## src/bpu_cfg_pkg.sv

```systemverilog
`default_nettype none

package bpu_cfg_pkg;

    localparam int xlen             = 32;
    localparam int ghist_w          = 16;
    localparam int bim_entries      = 512;
    localparam int bim_idx_w        = $clog2(bim_entries);
    localparam int tag_entries      = 256;       // per tagged table
    localparam int tag_idx_w        = $clog2(tag_entries);
    localparam int tag_w            = 10;
    localparam int partial_tag_bits = 6;         // upper tag bits compared
    localparam int btb_entries      = 256;
    localparam int btb_idx_w        = $clog2(btb_entries);
    localparam int btb_tag_w        = 22;
    localparam int ras_depth        = 32;
    localparam int ras_idx_w        = $clog2(ras_depth);
    localparam int ras_ptr_w        = 6;         // extra bit tells full from empty

    typedef logic [1:0] ctr_t;

    localparam ctr_t ctr_strong_nt = 2'b00;
    localparam ctr_t ctr_weak_nt   = 2'b01;
    localparam ctr_t ctr_weak_t    = 2'b10;
    localparam ctr_t ctr_strong_t  = 2'b11;

    typedef enum logic [1:0] {bimodal, t0, t1} provider_e;

    // sent out with each prediction, handed back by execute
    typedef struct packed {
        logic [ghist_w-1:0]   history;
        provider_e            provider;
        logic [ras_ptr_w-1:0] ras_sp;
    } pred_meta_t;

    typedef struct packed {
        logic            valid;
        logic            taken;
        logic            mispredict;
        logic            is_ret;
        logic [xlen-1:0] pc;
        logic [xlen-1:0] target;
        pred_meta_t      meta;
    } bpu_update_t;

endpackage

`default_nettype wire

```

## src/rv_inst_pkg.sv

```systemverilog
`default_nettype none

package rv_inst_pkg;

    // major opcodes that matter for control flow
    typedef enum logic [6:0] {
        op_branch = 7'b1100011,
        op_jal    = 7'b1101111,
        op_jalr   = 7'b1100111,
        op_other  = 7'b0000000
    } opcode_e;

    typedef enum logic [2:0] {
        cls_none,
        cls_cond,   // conditional branch
        cls_jal,
        cls_jalr,   // indirect jump, not a return
        cls_ret
    } inst_class_e;

    // link registers, rs1 of a return is one of these
    localparam logic [4:0] reg_ra = 5'd1;
    localparam logic [4:0] reg_t0 = 5'd5;

endpackage

`default_nettype wire

```

## src/branch_decode.sv

```systemverilog
`default_nettype none

module branch_decode import bpu_cfg_pkg::*, rv_inst_pkg::*; (
    input  wire  [31:0]     inst_i,
    output inst_class_e     class_o,
    output logic [xlen-1:0] br_imm_o,
    output logic [xlen-1:0] jal_imm_o
);

    opcode_e opcode;
    logic    is_ret;

    always_comb begin
        case (inst_i[6:0])
            op_branch: opcode = op_branch;
            op_jal:    opcode = op_jal;
            op_jalr:   opcode = op_jalr;
            default:   opcode = op_other;
        endcase
    end

    // jalr x0, 0(ra) or jalr x0, 0(t0)
    assign is_ret = (inst_i[11:7] == 5'd0)
                 && ((inst_i[19:15] == reg_ra) || (inst_i[19:15] == reg_t0))
                 && (inst_i[31:20] == 12'd0);

    always_comb begin
        case (opcode)
            op_branch: class_o = cls_cond;
            op_jal:    class_o = cls_jal;
            op_jalr:   class_o = is_ret ? cls_ret : cls_jalr;
            default:   class_o = cls_none;
        endcase
    end

    // B-type offset
    assign br_imm_o = {{(xlen-12){inst_i[31]}}, inst_i[7], inst_i[30:25],
                       inst_i[11:8], 1'b0};
    // J-type offset
    assign jal_imm_o = {{(xlen-20){inst_i[31]}}, inst_i[19:12], inst_i[20],
                        inst_i[30:21], 1'b0};

endmodule

`default_nettype wire

```

## config.mk

```make
export PLATFORM = sky130hd
export DESIGN_NAME = branch_decode
export DESIGN_NICKNAME = d
export VERILOG_FILES = /design/src/bpu_cfg_pkg.sv /design/src/rv_inst_pkg.sv /design/src/branch_decode.sv
export SDC_FILE = /design/constraint.sdc
export NUM_CORES = 1
export LEC_CHECK = 0
export ABC_AREA = 1
export BUFFER_PORTS_ARGS = -buffer_cell sky130_fd_sc_hd__buf_2
export CORE_ASPECT_RATIO = 0.7
export CORE_MARGIN = 3
export CORE_UTILIZATION = 33
export DETAILED_ROUTE_END_ITERATION = 12
export MAX_ROUTING_LAYER = met4
export PLACE_DENSITY = 0.95
export SYNTH_ARGS = -nofsm -noshare
export SYNTH_HDL_FRONTEND = slang
export SYNTH_SLANG_ARGS = --single-unit
```

## constraint.sdc

```tcl
create_clock -name vclk -period 1.7
set_input_delay 0.17 -clock vclk [all_inputs]
set_output_delay 0.17 -clock vclk [all_outputs]
set_load 0.01 [all_outputs]
```

-- Yosys cells after proc, flatten, opt, wreduce, memory -nomap -nowiden
Index checks and enable logic that the tools add are counted.
- add/sub/neg operators: 0
- $mul: 0
- divide/modulo/power cells: 0
- $lt $le $gt $ge: 0
- eq/ne operators: 8
- shifts and indexed selects: 0
- muxes and demuxes: 3
- bitwise gates (word level): 0
- reductions and logical operators: 5
- operator list (operator ; number):
    $eq 7x7->1 const B ; 6
    $pmux 7 s3 ; 1
    $logic_not 12->1 ; 1
    $pmux 3 s3 ; 1
    $eq 5x1->1 const B ; 1
    $eq 5x3->1 const B ; 1
    $logic_not 5->1 ; 1
    $mux 3 ; 1
    $logic_and 1x1->1 ; 2
    $logic_or 1x1->1 ; 1
- register bits after elaboration: 0
- bits in latches: 0
- RAM bits: 0
- bits in read-only memories: 0
- bits of input ports: 32
- output and inout bits: 67
- memories: 0

-- Depth between registers and ports, before layout
- depth after elaboration: 6
- gate-level depth with buffers: 7
- mapped depth without buffers: 7

-- Worst setup path after synthesis
OpenSTA, ideal clock, no wires.
- path type: in2out
- from: input inst_i[10]
- to: output class_o[2]
- arrival time: 0.731 ns
- setup slack: 0.799 ns
- stages on the path: 4
- path through: or2_0 nor2_1 nand3_1 nor2_1
- longest elaborated chain between the ends: 5
- ends and longest elaborated chain (item ; line ; text):
    from (decl) ; branch_decode.sv:4 ; input wire [31:0] inst_i,
    $logic_not 5->1 ; branch_decode.sv:23 ; assign is_ret = (inst_i[11:7] == 5'd0)
    $logic_and 1x1->1 ; branch_decode.sv:24 ; && ((inst_i[19:15] == reg_ra) || (inst_i[19:15] == reg_t0))
    $logic_and 1x1->1 ; branch_decode.sv:25 ; && (inst_i[31:20] == 12'd0);
    $mux 3 ; branch_decode.sv:31 ; op_jalr: class_o = is_ret ? cls_ret : cls_jalr;
    $pmux 3 s3 ; branch_decode.sv:28 ; case (opcode)
    to (decl) ; branch_decode.sv:5 ; output inst_class_e class_o,
Every way passes these cells.

-- Worst setup path after layout
- from: input inst_i[31]
- to: output class_o[0]
- longest elaborated chain between the ends: 4
- ends and longest elaborated chain (item ; line):
    $logic_not 12->1 ; branch_decode.sv:25
    $logic_and 1x1->1 ; branch_decode.sv:25
    $mux 3 ; branch_decode.sv:31
    $pmux 3 s3 ; branch_decode.sv:28
Every way passes these cells.

==> impl_metrics.env <==
export IMPL_gp_congestion=0.643
export IMPL_criticalPathCategory="primary input to output port"
export IMPL_grt_max_degree=34
export IMPL_antenna_found_initial=0
export IMPL_via_per_inst=3.43
export IMPL_most_common_layout_cells="89 x buf_2, 14 x nor2_1, 11 x nand2_1, 4 x inv_1"
export IMPL_synth_cell_area_um2=632
export IMPL_cts_resized=0
export IMPL_dp_hpwl_mm=1.24
export IMPL_hold_class="primary input to output port"
export IMPL_nets=160
export IMPL_coreArea_um2=1700
export IMPL_finalHoldViolations=0
export IMPL_route_detailed_drc=0
export IMPL_syn_inst=100
export IMPL_die_area_um2=2480
export IMPL_start_util=0.372
export IMPL_highest_layer="met3"
export IMPL_worstSetupEndpointType="output port"
export IMPL_drtIter0Drc=4
export IMPL_fmax_mhz=813
export IMPL_nClkBuffers=0
export IMPL_ant_nets=0
export IMPL_pin_count=99
export IMPL_leakagePower_uw=0.000432
export IMPL_grt_overflow=0
export IMPL_dpl_cell_count=147
export IMPL_wl_met2_um=784
export IMPL_cts_setup_buffers=0
export IMPL_p_per_area_nw_per_um2=270
export IMPL_antenna_cells=0
export IMPL_ir_drop_mv=0.174
export IMPL_chipHeight_um=42.6
export IMPL_cts_hold_buf=0
export IMPL_area_delta_synth_final_pct=-0.792
export IMPL_grt_pass1_vias=327
export IMPL_drive_gt1_frac=0.722
export IMPL_routed_wl_mm=1.33
export IMPL_firstDrtPassIters=2
export IMPL_portBuffers=89
export IMPL_synth_area_leaders="buf_4 76%, nor2_1 8.3%, nand2_1 6.5%"
export IMPL_die_w_um=58.3
export IMPL_synth_top_area_share=0.760
export IMPL_ys_warn_count=0
export IMPL_start_kind="primary input"
export IMPL_setup_viol=0
export IMPL_num_vias=504
export IMPL_layout_cells_non_filler=147
export IMPL_crit_required_ns=1.53
export IMPL_postLayoutCellArea_um2=627
export IMPL_slew_viol_final=0
export IMPL_wl_per_cell_um=9.01
export IMPL_wirelength_met1_um=464
export IMPL_power_uw=169
export IMPL_yosys_area_top_type="buf_4"
export IMPL_num_rows=12
export IMPL_seq_area_um2=0
export IMPL_ys_seq_area_frac=0
export IMPL_gr_usage_all_layers=0.0794
export IMPL_synth_area_per_cell_um2=6.32
export IMPL_design_seq_count=0
export IMPL_rsz0062_at_grt="false"
export IMPL_critPathArrivalTime_ns=1.06
export IMPL_ys_types=10
export IMPL_status="finished clean"
export IMPL_fin_crit_ns=1.23
export IMPL_maxCapViolCount=0
export IMPL_grt_pass1_wl_mm=1.62
export IMPL_finalCritPeriodShare=0.724
export IMPL_wl_met3_um=77
export IMPL_final_common_cell="buf_2"
export IMPL_crit_fanout=33
export IMPL_tns_ns=0
export IMPL_placed_area_um2=627
[final cells by class]
class              instances  area, um2
repair buffers            89        445
inverters                  4       15.0
well taps                 21       26.3
multi-input cells         33        140
fillers                  189       1070
[synth_stat cells, drive strengths merged]
cell type	count
conb	1
nor3	1
nor2	15
inv	4
nand4	1
buf	64
nand3	2
nand2	11
or2	1
[worst max-delay path, stage by stage]
cell and delay [ns]:
buf_2 0.22, nor2_1 0.12, nand2_1 0.07, nor2_1 0.09, nand3_1 0.11, nand2_1 0.10, nand2_1 0.05, buf_2 0.13
[stage by stage]
| step | util | setup slack, ns | hold slack, ns |
|---|---|---|---|
| finish | 0.369 | 0.469 | 0.340 |
| global route | 0.369 | 0.288 | 0.340 |
| CTS | 0.369 | 0.449 | 0.340 |
| detailed placement | 0.369 | 0.454 | 0.340 |
| global placement | 0.369 | 0.505 | 0.340 |
| floorplan | - | 0.799 | 0.432 |
[power by group]
part | total [uW] | switching [uW] | internal (uW) | leakage [uW]
combinational | 169 | 94.3 | 75.2 | 0.000432
clock | 0 | 0 | 0 | 0
sequential | 0 | 0 | 0 | 0
[routing by layer]
metal,up-vias,GRT usage
met5,-,-
met4,0,0
met3,0,0.00308
met2,15,0.149
met1,201,0.0982
li1,288,-
[path summary, 6_finish.rpt]
check	startpoint	endpoint	slack, ns	depth (start not counted)
worst max-delay path	inst_i[31]	class_o[0]	0.47	8
worst min-delay path	inst_i[13]	jal_imm_o[13]	0.34	0
[logic make-up (layout without fill, tap and decap cells)]
family | after synthesis | after routing | synth area share
AND/OR/NAND/NOR | 31 | 31 | 0.210
buffers and inverters | 68 | 93 | 0.784
other | 1 | 2 | 0.00593
No activity file was read; power rests on OpenSTA's default activity.
