===== src/bpu_cfg_pkg.sv =====
`default_nettype none

package bpu_cfg_pkg;

    localparam int xlen             = 32;
    localparam int ghist_w          = 16;
    localparam int bim_entries      = 512;
    localparam int bim_idx_w        = $clog2(bim_entries);
    localparam int tag_entries      = 256;       // per tagged table
    localparam int tag_idx_w        = $clog2(tag_entries);
    localparam int tag_w            = 10;
    localparam int partial_tag_bits = 6;         // upper tag bits compared
    localparam int btb_entries      = 256;
    localparam int btb_idx_w        = $clog2(btb_entries);
    localparam int btb_tag_w        = 22;
    localparam int ras_depth        = 32;
    localparam int ras_idx_w        = $clog2(ras_depth);
    localparam int ras_ptr_w        = 6;         // extra bit tells full from empty

    typedef logic [1:0] ctr_t;

    localparam ctr_t ctr_strong_nt = 2'b00;
    localparam ctr_t ctr_weak_nt   = 2'b01;
    localparam ctr_t ctr_weak_t    = 2'b10;
    localparam ctr_t ctr_strong_t  = 2'b11;

    typedef enum logic [1:0] {bimodal, t0, t1} provider_e;

    // sent out with each prediction, handed back by execute
    typedef struct packed {
        logic [ghist_w-1:0]   history;
        provider_e            provider;
        logic [ras_ptr_w-1:0] ras_sp;
    } pred_meta_t;

    typedef struct packed {
        logic            valid;
        logic            taken;
        logic            mispredict;
        logic            is_ret;
        logic [xlen-1:0] pc;
        logic [xlen-1:0] target;
        pred_meta_t      meta;
    } bpu_update_t;

endpackage

`default_nettype wire


===== src/return_addr_stack.sv =====
`default_nettype none

module return_addr_stack import bpu_cfg_pkg::*; (
    input  wire                  clk,
    input  wire                  rst,
    input  wire                  push_i,
    input  wire                  stall_i,
    input  wire  [xlen-1:0]      push_addr_i,
    input  wire  bpu_update_t    upd_i,
    output logic [xlen-1:0]      top_o,
    output logic                 empty_o,
    output logic [ras_ptr_w-1:0] sp_o
);

    logic [xlen-1:0]      stack_q [ras_depth];
    logic [ras_ptr_w-1:0] sp_q;        // next free slot
    logic [ras_ptr_w-1:0] sp_pushed, top_ptr;
    logic                 full, do_push, do_pop, restore;

    assign full    = (sp_q == ras_ptr_w'(ras_depth));
    assign empty_o = (sp_q == '0);
    assign top_ptr = sp_q - 1'b1;
    assign top_o   = stack_q[top_ptr[ras_idx_w-1:0]];
    assign sp_o    = sp_q;

    assign do_push   = push_i && !stall_i && !full;
    assign sp_pushed = sp_q + ras_ptr_w'(do_push);
    // pop sees the stack after a same-cycle push
    assign do_pop  = upd_i.valid && upd_i.taken && upd_i.is_ret && (sp_pushed != '0);
    assign restore = upd_i.valid && upd_i.mispredict;

    always_ff @(posedge clk or posedge rst) begin
        if (rst)
            sp_q <= '0;
        else if (restore)
            sp_q <= upd_i.meta.ras_sp;   // overrides push and pop
        else
            sp_q <= sp_pushed - ras_ptr_w'(do_pop);
    end

    always_ff @(posedge clk) begin
        if (do_push)
            stack_q[sp_q[ras_idx_w-1:0]] <= push_addr_i;
    end

    // a restore may load any pointer from execute
    a_sp_range: assert property (@(posedge clk) disable iff (rst)
        sp_q <= ras_ptr_w'(ras_depth));

endmodule

`default_nettype wire


===== config.mk =====
export PLATFORM = sky130hd
export DESIGN_NAME = return_addr_stack
export DESIGN_NICKNAME = d
export VERILOG_FILES = /design/src/bpu_cfg_pkg.sv /design/src/return_addr_stack.sv
export SDC_FILE = /design/constraint.sdc
export NUM_CORES = 1
export LEC_CHECK = 0
export ABC_AREA = 1
export BUFFER_PORTS_ARGS = -buffer_cell sky130_fd_sc_hd__buf_2
export CORE_UTILIZATION = 42
export CTS_CLUSTER_SIZE = 12
export DETAILED_ROUTE_END_ITERATION = 10
export PLACE_DENSITY_LB_ADDON = 0.3
export SYNTH_ARGS = -nofsm -noshare
export SYNTH_HDL_FRONTEND = slang
export SYNTH_SLANG_ARGS = --single-unit

===== constraint.sdc =====
create_clock -name clk -period 5.5 [get_ports clk]
set_clock_uncertainty 0.05 [all_clocks]
set_input_delay 0 -clock clk [delete_from_list [all_inputs] [get_ports clk]]
set_output_delay 0 -clock clk [all_outputs]
set_load 0.1 [all_outputs]

Word-level counts from Yosys, hierarchy flattened
Memory sizes are Yosys's and may differ from the RTL's.
Cells that the tools add are included.
{"block": "classes", "shifts": 0, "mux": 3, "n_eq_ne": 1, "n_mul": 0, "n_addsub": 3, "div": 0, "bitwise_logic": 0, "reduce_logical": 10, "n_lt_le_gt_ge": 0}
{"op": "adder 6 x 1 -> 6 bit", "count": 1}
{"op": "== test 6 bit, second input constant", "count": 1}
{"op": "logical AND 1 bit", "count": 6}
{"op": "zero test 6 bit", "count": 1}
{"op": "two-way mux 6 bit", "count": 1}
{"op": "nonzero test 6 bit", "count": 1}
{"op": "subtractor 6 x 1 -> 6 bit", "count": 1}
{"op": "subtractor 5 x 1 -> 5 bit, second input constant", "count": 1}
{"op": "zero test 1 bit", "count": 2}
{"op": "two-way mux 1 bit", "count": 2}
{"block": "word_totals", "elab_cells": 19, "mem_bits_ro": 0, "out_inout_bits": 39, "latchBits": 0, "ram_bits": 1024, "n_memories": 1, "input_bits": 128, "ff_bits": 6}
{"memory": "stack_q", "words": 32, "width": 32, "rd": 1, "rd_clocked_by_memory_dff": 0, "wr": 1, "line": "return_addr_stack.sv:15", "source": "logic [xlen-1:0] stack_q [ras_depth];"}

Longest topological paths before layout
Gate-level depths: netlist of run 1.
{"block": "logic_depth", "depth_word": 8, "ltp_mapped": 24, "mapped_depth_nobuf": 21}

Worst setup path before layout of run 1
No wires, ideal clock.
{"block": "synth_path", "path_type": "reg-to-reg", "start": "reg sp_q[0], in the netlist sp_o[0]", "end": "mem stack_q[10][0], enable pin", "t_required_ns": 5.029, "setup_time_ns": 0.421, "arrival_time_ns": 3.815, "path_stages_with_launch": 11, "synth_period_minus_slack_ns": 4.286, "n_path_buf": 3, "path_slack_ns": 1.214, "cell_sequence": "dfrtp_1 -> buf_4 -> inv_4 -> buf_2 -> buf_4 -> ha_1 -> inv_1 -> nor2_1 -> a21boi_2 -> nand2_1 -> nor2_1"}
{"block": "synth_via", "elab_chain_len": 5}
{"element": "start: declaration", "line": "return_addr_stack.sv:16", "source": "logic [ras_ptr_w-1:0] sp_q;"}
{"element": "start signal: assignment", "line": "return_addr_stack.sv:36", "source": "sp_q <= upd_i.meta.ras_sp;"}
{"element": "start signal: assignment", "line": "return_addr_stack.sv:38", "source": "sp_q <= sp_pushed - ras_ptr_w'(do_pop);"}
{"element": "== test 6 bit", "line": "return_addr_stack.sv:20", "source": "assign full = (sp_q == ras_ptr_w'(ras_depth));"}
{"element": "zero test 1 bit", "line": "return_addr_stack.sv:26", "source": "assign do_push = push_i && !stall_i && !full;"}
{"element": "logical AND 1 bit", "line": "return_addr_stack.sv:26"}
{"element": "two-way mux 1 bit", "line": "return_addr_stack.sv:42", "source": "if (do_push)"}
{"element": "two-way mux 1 bit (not written as such)", "line": "return_addr_stack.sv:43", "source": "stack_q[sp_q[ras_idx_w-1:0]] <= push_addr_i;"}
{"element": "end: declaration", "line": "return_addr_stack.sv:15"}
Parallel ways exist; a longest one is shown, timed or not.

Final worst setup path of run 1
{"block": "layout_path", "start": "reg sp_q[0], in the netlist sp_o[0]", "end": "out top_o[3]"}
{"block": "layout_via", "elab_chain_len": 2}
{"element": "subtractor 5 x 1 -> 5 bit", "line": "return_addr_stack.sv:22", "source": "assign top_ptr = sp_q - 1'b1;"}
{"element": "memory (32 x 32 bit)"}
{"element": "end: declaration", "line": "return_addr_stack.sv:10", "source": "output logic [xlen-1:0] top_o,"}
No other way between the ends.

==> parameters.txt, run 1 <==
Parameter                              Value

Outcome
  Run status    finished, final reports clean

Routing
  DRC violation count after routing    0
  Vias    27300
  Routed length per placed instance    between 20 and 25 um
  Router iterations before antenna repair    5
  Wirelength, routed    approximately 110000 um
  Vias/cell    approximately 5.4
  Count of routing violations after the opening detailed-route iteration    2903
  Remaining number of nets flagged by the antenna check after routing    0

Placement
  Final weighted congestion of routability-driven global placement    0.755
  Cell Area, Placed    0.0438 mm2
  Post-Place Cells    4811
  DPL Wire Length    55600 um
  Port-buffer cells    84

Floorplanning
  Area of the core    roughly 0.099 mm2
  Horizontal die dimension    318 um
  Area of the die    roughly 0.10 mm2
  Cell Rows    between 100 and 150
  Die H    approximately 320 um
  I/O Pins    ~170
  Initial Utilization    0.425

Worst setup path
  Crit path max-delay family    buffers and inverters
  Dominant cell type by count on the critical path    sky130_fd_sc_hd__nand2_1
  Setup CP Type    reg -> out
  Critical-path maximum fanout    approximately 150
  Worst-path cell chain    inv_16 > ha_4 > inv_8 > buf_12 > nand3_1 > nand3_1 > nand2_1 > nand2_1 > nand2_1 > nand2_1 > nand2_1 > buf_2
  CP endpoint kind    primary output
  Number of cells on the worst reg-to-reg path    18
  Arrival time at the worst endpoint    between 4000 and 5000 ps
  Buffers plus inverters on the worst setup path    4
  Kind of start point of the critical path    register
  Delay of the slowest critical-path stage    ~870 ps
  Required arrival time at the worst endpoint    5450 ps
  Cell type of the slowest stage on the worst timing path    sky130_fd_sc_hd__ha_4
  Number of cells on the critical path    12

CTS
  Post-CTS setup buffers    0
  Clk buf depth    3
  Worst skew pair latency    670 ps
  TritonCTS clock tree    yes
  Clk sink count    about 1000
  Root buf cell    sky130_fd_sc_hd__clkbuf_16
  # H-tree levels    3
  Total clock buffers created by CTS    between 100 and 150
  Clock input transition at the sequential cells of the worst setup and hold paths    60 ps

Job
  Number of max-capacitance violations reported    0

Global route
  Number of antenna violations at the first check in global routing    6
  Global route total overflow    0
  Number of global-route vias before repair    roughly 26000
  First-pass GRT wire length    167000 um
  GRT Overall Usage    0.223
  Maximum number of pins on one net before global-route repair    around 220

Synth
  Total standard cell area after synthesis    around 0.042 mm2
  Synth Warn #    0
  Cell taking the most area after synthesis    sky130_fd_sc_hd__edfxtp_1
  Area fraction of the dominant cell type after synthesis    0.733
  Cells taking the most area after synthesis    sky130_fd_sc_hd__edfxtp_1, sky130_fd_sc_hd__nand2_1, sky130_fd_sc_hd__nand3_1
  Gate count after technology mapping    approximately 3600
  Mean instance size in the synthesized netlist    11.7 um2
  Register bit count reported by yosys    1030
  Fraction of the yosys area taken by sequential cells    0.736
  Total nets after synthesis    3729
  Unique masters post-synth    22

Timing
  Final critical path time including I/O delays and setup    about 4900 ps
  Setup TNS    0 ps
  Slew headroom    0.199
  Setup violation total in the final timing report    0
  Worst Hold Margin    between 150 and 200 ps
  Setup repair after global routing missed its margin    false
  Number of hold violations in the final report    0
  Period Utilization, post-route    0.895
  Worst Max-Slew Pin Slew    ~1200 ps
  Timing-limited maximum frequency    approximately 200 MHz
  Max-slew violation count    0

Hold path
  Number of cells on the worst hold path    5
  Type of the tightest min-delay check    in -> reg

Layout
  Fin nets    approximately 3800
  Ratio of cells with drive above 1 in the final layout    0.0841
  Filler Cells Inserted    between 8000 and 9000
  Antenna cells    0
  Synth-to-Final Area Change    12.9%
  Seq. cell area    approximately 0.031 mm2
  Number of standard cells in the final layout excluding fillers    between 5000 and 6000
  Total area of multi-input combinational cells    a little over 0.01 mm2
  Final instance area    0.0474 mm2

Power and ir drop
  Static power due to leakage    roughly 0.017 uW
  Peak supply drop    about 1900 uV
  Pwr Total    about 28000 uW
  Areal power density over the cells    around 600 mW/mm2
==> path summary, 6_finish.rpt <==
kind                            slack [ps]                        to         startpoint
worst max-delay path                   580                  top_o[3]  sp_o[0]$_DFF_PP0_
min in group asynchronous              300         sp_o[1]$_DFF_PP0_                rst
worst max register to register        1050         sp_o[4]$_DFF_PP0_  sp_o[0]$_DFF_PP0_
max in group asynchronous             4870         sp_o[0]$_DFF_PP0_                rst
worst min-delay path                   180   stack_q[0][2]$_DFFE_PP_            stall_i
worst min register to register        1090  stack_q[21][3]$_DFFE_PP_  sp_o[4]$_DFF_PP0_
==> sequential cells by signal, summed over array words and instances (netlist names) <==
register	flops
sp_o	6
stack_q	1024
==> area by class of cell <==
type | count | area share
sequential | 1030 | 0.652
multi-input combinational | 2321 | 0.213
clock buffer | 139 | 0.0604
timing repair buffer | 206 | 0.0343
tap | 1287 | 0.0340
clock inverter | 40 | 0.00380
inverter | 23 | 0.00235
==> cells in the final DEF, fill, tap and decap left out, types with 11 or more instances in the layout <==
cell type | Yosys | layout
sky130_fd_sc_hd__inv_1 | 21 | 19
sky130_fd_sc_hd__clkinv_1 | 0 | 28
sky130_fd_sc_hd__buf_2 | 144 | 84
sky130_fd_sc_hd__edfxtp_1 | 1024 | 1024
sky130_fd_sc_hd__nand2_1 | 1479 | 1476
sky130_fd_sc_hd__clkbuf_16 | 0 | 110
sky130_fd_sc_hd__clkbuf_1 | 21 | 29
sky130_fd_sc_hd__buf_12 | 0 | 12
sky130_fd_sc_hd__buf_4 | 45 | 54
sky130_fd_sc_hd__nor2_4 | 0 | 32
sky130_fd_sc_hd__nand3_1 | 778 | 778
sky130_fd_sc_hd__dlygate4sd3_1 | 0 | 56
sky130_fd_sc_hd__clkinv_2 | 0 | 11
==> synthesized netlist by cell type, drive strengths merged <==
cell type / instances
a21boi: 1
inv: 23
nand4: 1
edfxtp: 1024
dfrtp: 6
ha: 8
a31oi: 1
nor2: 42
xor2: 2
nand2: 1479
nand3: 779
nor3: 1
buf: 198
clkbuf: 21
o21ai: 4
xnor2: 3
==> power by group <==
part           leakage [uW]  internal [uW]  switching, uW
clock               0.00148           3610           2840
sequential          0.00928           8830            114
combinational       0.00650           2830           9950
total                0.0173          15300          12900
==> stage by stage <==
step,setup WS [ps],util
finish,579,0.480
global route,288,0.480
CTS,506,0.480
detailed placement,1230,0.444
global placement,1220,0.444
floorplan,1210,-
==> tightest hold or removal path: cells and delay by family <==
kind            cells  cell delay (ps)
buf+inv             2              230
simple gates        2              230
compound gates      1              190
==> logic make-up (layout without fill, tap and decap cells) <==
kind of cell | after synthesis | count (layout) | synth area share
DFF | 1030 | 1030 | 0.736
buffers and inverters | 242 | 408 | 0.0300
xor gates and xnor gates | 5 | 5 | 0.00122
AOI/OAI and AO/OA | 6 | 6 | 0.000894
adders and majority gates | 8 | 8 | 0.00238
and+or+nand+nor | 2302 | 2302 | 0.229
==> metal layers <==
layer / share of wire / wire [um] / global-route usage / up-vias
li1: - / - / - / 12700
met1: 0.42 / 47800 / 0.309 / 13300
met2: 0.46 / 52100 / 0.350 / 1080
met3: 0.082 / 9290 / 0.0397 / 234
met4: 0.037 / 4160 / 0.0864 / 6
met5: 0.00028 / 32 / 0 / -
==> repair_timing <==
action                                 in CTS  in global routing
endpoints found under the hold margin    1036                  0
resized for setup                           0                  0
hold buffers                               56                  0
(Power assumes the default switching activity.)
==> run 2: changes to the inputs <==
- ABC_AREA: 1 -> not set
==> parameters.txt, run 2 <==
Parameter                              Value

Worst setup path
  Buffers plus inverters on the worst setup path    2 (was 4)
  Arrival time at the worst endpoint    5520 ps (was 4870 ps)
  Reg-to-reg critical path startpoint    sp_o[0]$_DFF_PP0_ (unchanged)
  Crit path max-delay family    adder cells (was buffers and inverters)
  Critical-path maximum fanout    7 (was 146)
  Capture instance of the worst register-to-register path    sp_o[4]$_DFF_PP0_ (unchanged)
  Delay of the slowest critical-path stage    560 ps (was 870 ps)
  Number of cells on the worst reg-to-reg path    17 (was 18)
  Dominant cell type by count on the critical path    sky130_fd_sc_hd__ha_1 (was sky130_fd_sc_hd__nand2_1)
  Setup CP Type    reg -> reg (was reg -> out)
  Required arrival time at the worst endpoint    5990 ps (was 5450 ps)
  CP endpoint kind    register (was primary output)
  Cell type of the slowest stage on the worst timing path    sky130_fd_sc_hd__dlygate4sd3_1 (was sky130_fd_sc_hd__ha_4)
  Register-to-register setup slack    480 ps (was 1050 ps)
  Kind of start point of the critical path    register (unchanged)
  Worst-path cell chain    inv_1 > ha_4 > nor2b_1 > a31oi_1 > ha_1 > ha_1 > nand3_1 > xor2_1 > nand3_1 > o2111a_1 > ha_1 > ha_1 > or2_2 > a41oi_1 > xor2_1 > o21ai_0 > dlygate4sd3_1 (was inv_16 > ha_4 > inv_8 > buf_12 > nand3_1 > nand3_1 > nand2_1 > nand2_1 > nand2_1 > nand2_1 > nand2_1 > buf_2)

Job
  Number of max-capacitance violations reported    0 (unchanged)

Floorplanning
  Die H    312 um (was 318 um)
  Area of the die    0.0974 mm2 (was 0.101 mm2)
  Cell Rows    113 (was 115)
  Initial Utilization    0.425 (about the same)
  Horizontal die dimension    312 um (was 318 um)
  I/O Pins    167 (unchanged)
  Area of the core    0.0952 mm2 (was 0.0987 mm2)

Outcome
  Run status    finished, final reports clean (unchanged)

Global route
  Global route total overflow    0 (unchanged)
  Maximum number of pins on one net before global-route repair    91 (was 215)
  Number of global-route vias before repair    20400 (was 25800)
  GRT Overall Usage    0.207 (was 0.223)
  Number of antenna violations at the first check in global routing    3 (was 6)
  First-pass GRT wire length    144000 um (was 167000 um)

Power and ir drop
  Combinational share of power    0.407 (was 0.454)
  Peak supply drop    671 uV (was 1860 uV)
  Int Power    15600 uW (was 15300 uW)
  Fraction of power spent switching nets    0.390 (was 0.458)
  Clock network power share    0.246 (was 0.229)
  Sw power    9990 uW (was 12900 uW)
  Static power due to leakage    0.0143 uW (was 0.0173 uW)
  Part of the power in registers    0.347 (was 0.318)
  Pwr Total    25600 uW (was 28200 uW)
  Areal power density over the cells    551 mW/mm2 (was 594 mW/mm2)

Routing
  Count of routing violations after the opening detailed-route iteration    1875 (was 2903)
  Vias    19500 (was 27300)
  Wirelength, routed    100000 um (was 113000 um)
  Vias/cell    5.85 (was 5.40)
  Routed length per placed instance    30.0 um (was 22.5 um)
  Remaining number of nets flagged by the antenna check after routing    0 (unchanged)
  DRC violation count after routing    0 (unchanged)
  Router iterations before antenna repair    6 (was 5)

CTS
  Post-CTS setup buffers    0 (unchanged)
  TritonCTS clock tree    yes (unchanged)
  Root buf cell    sky130_fd_sc_hd__clkbuf_16 (unchanged)
  Clk sink count    1030 (unchanged)
  Worst skew pair latency    660 ps (was 670 ps)
  # H-tree levels    3 (unchanged)
  Cells resized by post-CTS repair    0 (unchanged)
  Clock input transition at the sequential cells of the worst setup and hold paths    60 ps (about the same)
  Clk buf depth    3 (unchanged)
  Total clock buffers created by CTS    103 (was 105)
  Number of buffers inserted for hold repair after clock tree synthesis    52 (was 56)

Synth
  Synth cell count leaders    sky130_fd_sc_hd__edfxtp_1, sky130_fd_sc_hd__mux4_2, sky130_fd_sc_hd__a21oi_1, sky130_fd_sc_hd__nor2b_1, sky130_fd_sc_hd__mux2_2 (was sky130_fd_sc_hd__nand2_1, sky130_fd_sc_hd__edfxtp_1, sky130_fd_sc_hd__nand3_1)
  Synth Warn #    0 (unchanged)
  Cells taking the most area after synthesis    sky130_fd_sc_hd__edfxtp_1, sky130_fd_sc_hd__mux4_2, sky130_fd_sc_hd__mux2_2 (was sky130_fd_sc_hd__edfxtp_1, sky130_fd_sc_hd__nand2_1, sky130_fd_sc_hd__nand3_1)
  Most used flip-flop cell after synthesis    sky130_fd_sc_hd__edfxtp_1 (unchanged)
  Most numerous cell in the Yosys netlist    sky130_fd_sc_hd__edfxtp_1 (was sky130_fd_sc_hd__nand2_1)
  Total standard cell area after synthesis    0.0404 mm2 (was 0.0420 mm2)
  Total nets after synthesis    1940 (was 3729)
  Register bit count reported by yosys    1030 (unchanged)
  Mean instance size in the synthesized netlist    22.4 um2 (was 11.7 um2)
  Gate count after technology mapping    1804 (was 3593)
  Fraction of the yosys area taken by sequential cells    0.765 (was 0.736)
  Unique masters post-synth    48 (was 22)
  EDFF count, synth    1024 (unchanged)
  Cell taking the most area after synthesis    sky130_fd_sc_hd__edfxtp_1 (unchanged)
  Area fraction of the dominant cell type after synthesis    0.761 (was 0.733)
  FFs w/ async S/R, synth    0.00583 (unchanged)

Hold path
  Endpoint of the worst hold-timing path    stack_q[4][20]$_DFFE_PP_ (was stack_q[0][2]$_DFFE_PP_)
  Number of cells on the worst hold path    4 (was 5)
  Type of the tightest min-delay check    in -> reg (unchanged)
  Origin of the worst min-delay path    push_i (was stall_i)

Placement
  Post-Place Cells    3121 (was 4811)
  DPL Wire Length    55500 um (was 55600 um)
  Final weighted congestion of routability-driven global placement    0.780 (was 0.755)
  Post-Place Setup Slack    1090 ps (was 1230 ps)
  Cell Area, Placed    0.0430 mm2 (was 0.0438 mm2)
  Port-buffer cells    84 (unchanged)

Timing
  Crit path setup slack, layout    476 ps (was 579 ps)
  Timing-limited maximum frequency    199 MHz (was 203 MHz)
  Period Utilization, post-route    0.913 (was 0.895)
  Worst Max-Slew Pin Slew    1040 ps (was 1200 ps)
  Setup repair after global routing missed its margin    false (unchanged)
  Setup TNS    0 ps (unchanged)
  Setup violation total in the final timing report    0 (unchanged)
  Max-slew violation count    0 (unchanged)
  Slew headroom    0.307 (was 0.199)
  Number of hold violations in the final report    0 (unchanged)
  Final critical path time including I/O delays and setup    5020 ps (was 4920 ps)

Layout
  Synth-to-Final Area Change    15.1% (was 12.9%)
  Commonest non-fill, non-tap cell in the layout    sky130_fd_sc_hd__edfxtp_1 (was sky130_fd_sc_hd__nand2_1)
  Final instance area    0.0465 mm2 (was 0.0474 mm2)
  Commonest cells after routing, fill and taps aside    sky130_fd_sc_hd__edfxtp_1, sky130_fd_sc_hd__mux4_2, sky130_fd_sc_hd__clkbuf_16 (was sky130_fd_sc_hd__nand2_1, sky130_fd_sc_hd__edfxtp_1, sky130_fd_sc_hd__nand3_1)
  Ratio of cells with drive above 1 in the final layout    0.341 (was 0.0841)
  Fin nets    2149 (was 3823)
  Number of standard cells in the final layout excluding fillers    3340 (was 5046)
  Max FFs per register    1024 (unchanged)
==> run 2: changes by cell type after synthesis, sizes merged, moves of 12 or more <==
cell / change
a211oi: +32
a21oi: +67
a221oi: +32
buf: -123
clkbuf: +12
inv: -17
mux2: +65
mux4: +256
nand2: -1465
nand3: -773
nor2b: +67
nor4: +32
==> run 2: worst max path at each step <==
stage,slack (ps),from,endpoint,cells past startpoint
after floorplan,490,sp_o[0]$_DFF_PP0_,sp_o[4]$_DFF_PP0_,20
after global placement,1190,sp_o[0]$_DFF_PP0_,sp_o[4]$_DFF_PP0_,16
after detailed placement,1090,sp_o[0]$_DFF_PP0_,sp_o[4]$_DFF_PP0_,16
after CTS,520,sp_o[0]$_DFF_PP0_,sp_o[4]$_DFF_PP0_,17
after global routing,220,sp_o[0]$_DFF_PP0_,sp_o[4]$_DFF_PP0_,17
final,480,sp_o[0]$_DFF_PP0_,sp_o[4]$_DFF_PP0_,17
==> run 2: power groups by stage <==
| stage | Sequential, uW | Clock (uW) | Combinational (uW) |
|---|---|---|---|
| floorplan | 9180 | 0 | 7750 |
| global placement | 9040 | 0 | 10400 |
| detailed placement | 9050 | 0 | 10500 |
| CTS | 8890 | 6410 | 10600 |
| global route | 8900 | 6700 | 10900 |
| finish | 8890 | 6310 | 10400 |
==> run 2: layout make-up <==
type,count,area (um2)
flip-flops and latches,1030,30900
repair buffers,212,1700
well taps,1265,1580
clock buffers,136,2700
clock inverters,30,236
fillers,7524,48600
diodes,1,2.50
multi-input cells,660,9360
inverters,6,22.5
==> run 2: layer usage <==
| metal | vias up | GRT usage | part of all wire |
|---|---|---|---|
| met5 | - | 0 | 0.00015 |
| met4 | 2 | 0.0577 | 0.025 |
| met3 | 146 | 0.0286 | 0.059 |
| met2 | 673 | 0.348 | 0.51 |
| met1 | 10700 | 0.282 | 0.41 |
| li1 | 8069 | - | - |
==> run 2: kinds of logic after synthesis <==
family / Yosys count / synth area share
XOR/XNOR: 8 / 0.00173
flip-flops: 1030 / 0.765
multiplexers: 321 / 0.161
AO/OA/AOI/OAI: 145 / 0.0294
adder cells (fa/ha/maj): 8 / 0.00248
buffers and inverters: 114 / 0.0159
AND/OR/NAND/NOR: 178 / 0.0247
==> run 2: metrics by stage <==
step                       util  hold WS [ps]
after floorplan               -          -259
after global placement    0.452          -116
after detailed placement  0.452          -114
after CTS                 0.489           105
after global routing      0.489           130
final                     0.489           159
==> run 2: worst reg2reg max path, stage by stage, from the launching register on <==
cell and delay [ps]:
sky130_fd_sc_hd__dfrtp_4 490, sky130_fd_sc_hd__inv_1 130, sky130_fd_sc_hd__ha_4 220, sky130_fd_sc_hd__nor2b_1 490, sky130_fd_sc_hd__a31oi_1 320, sky130_fd_sc_hd__ha_1 320, sky130_fd_sc_hd__ha_1 250, sky130_fd_sc_hd__nand3_1 110
sky130_fd_sc_hd__xor2_1 310, sky130_fd_sc_hd__nand3_1 120, sky130_fd_sc_hd__o2111a_1 260, sky130_fd_sc_hd__ha_1 220, sky130_fd_sc_hd__ha_1 250, sky130_fd_sc_hd__or2_2 300, sky130_fd_sc_hd__a41oi_1 240, sky130_fd_sc_hd__xor2_1 170
sky130_fd_sc_hd__o21ai_0 100, sky130_fd_sc_hd__dlygate4sd3_1 560
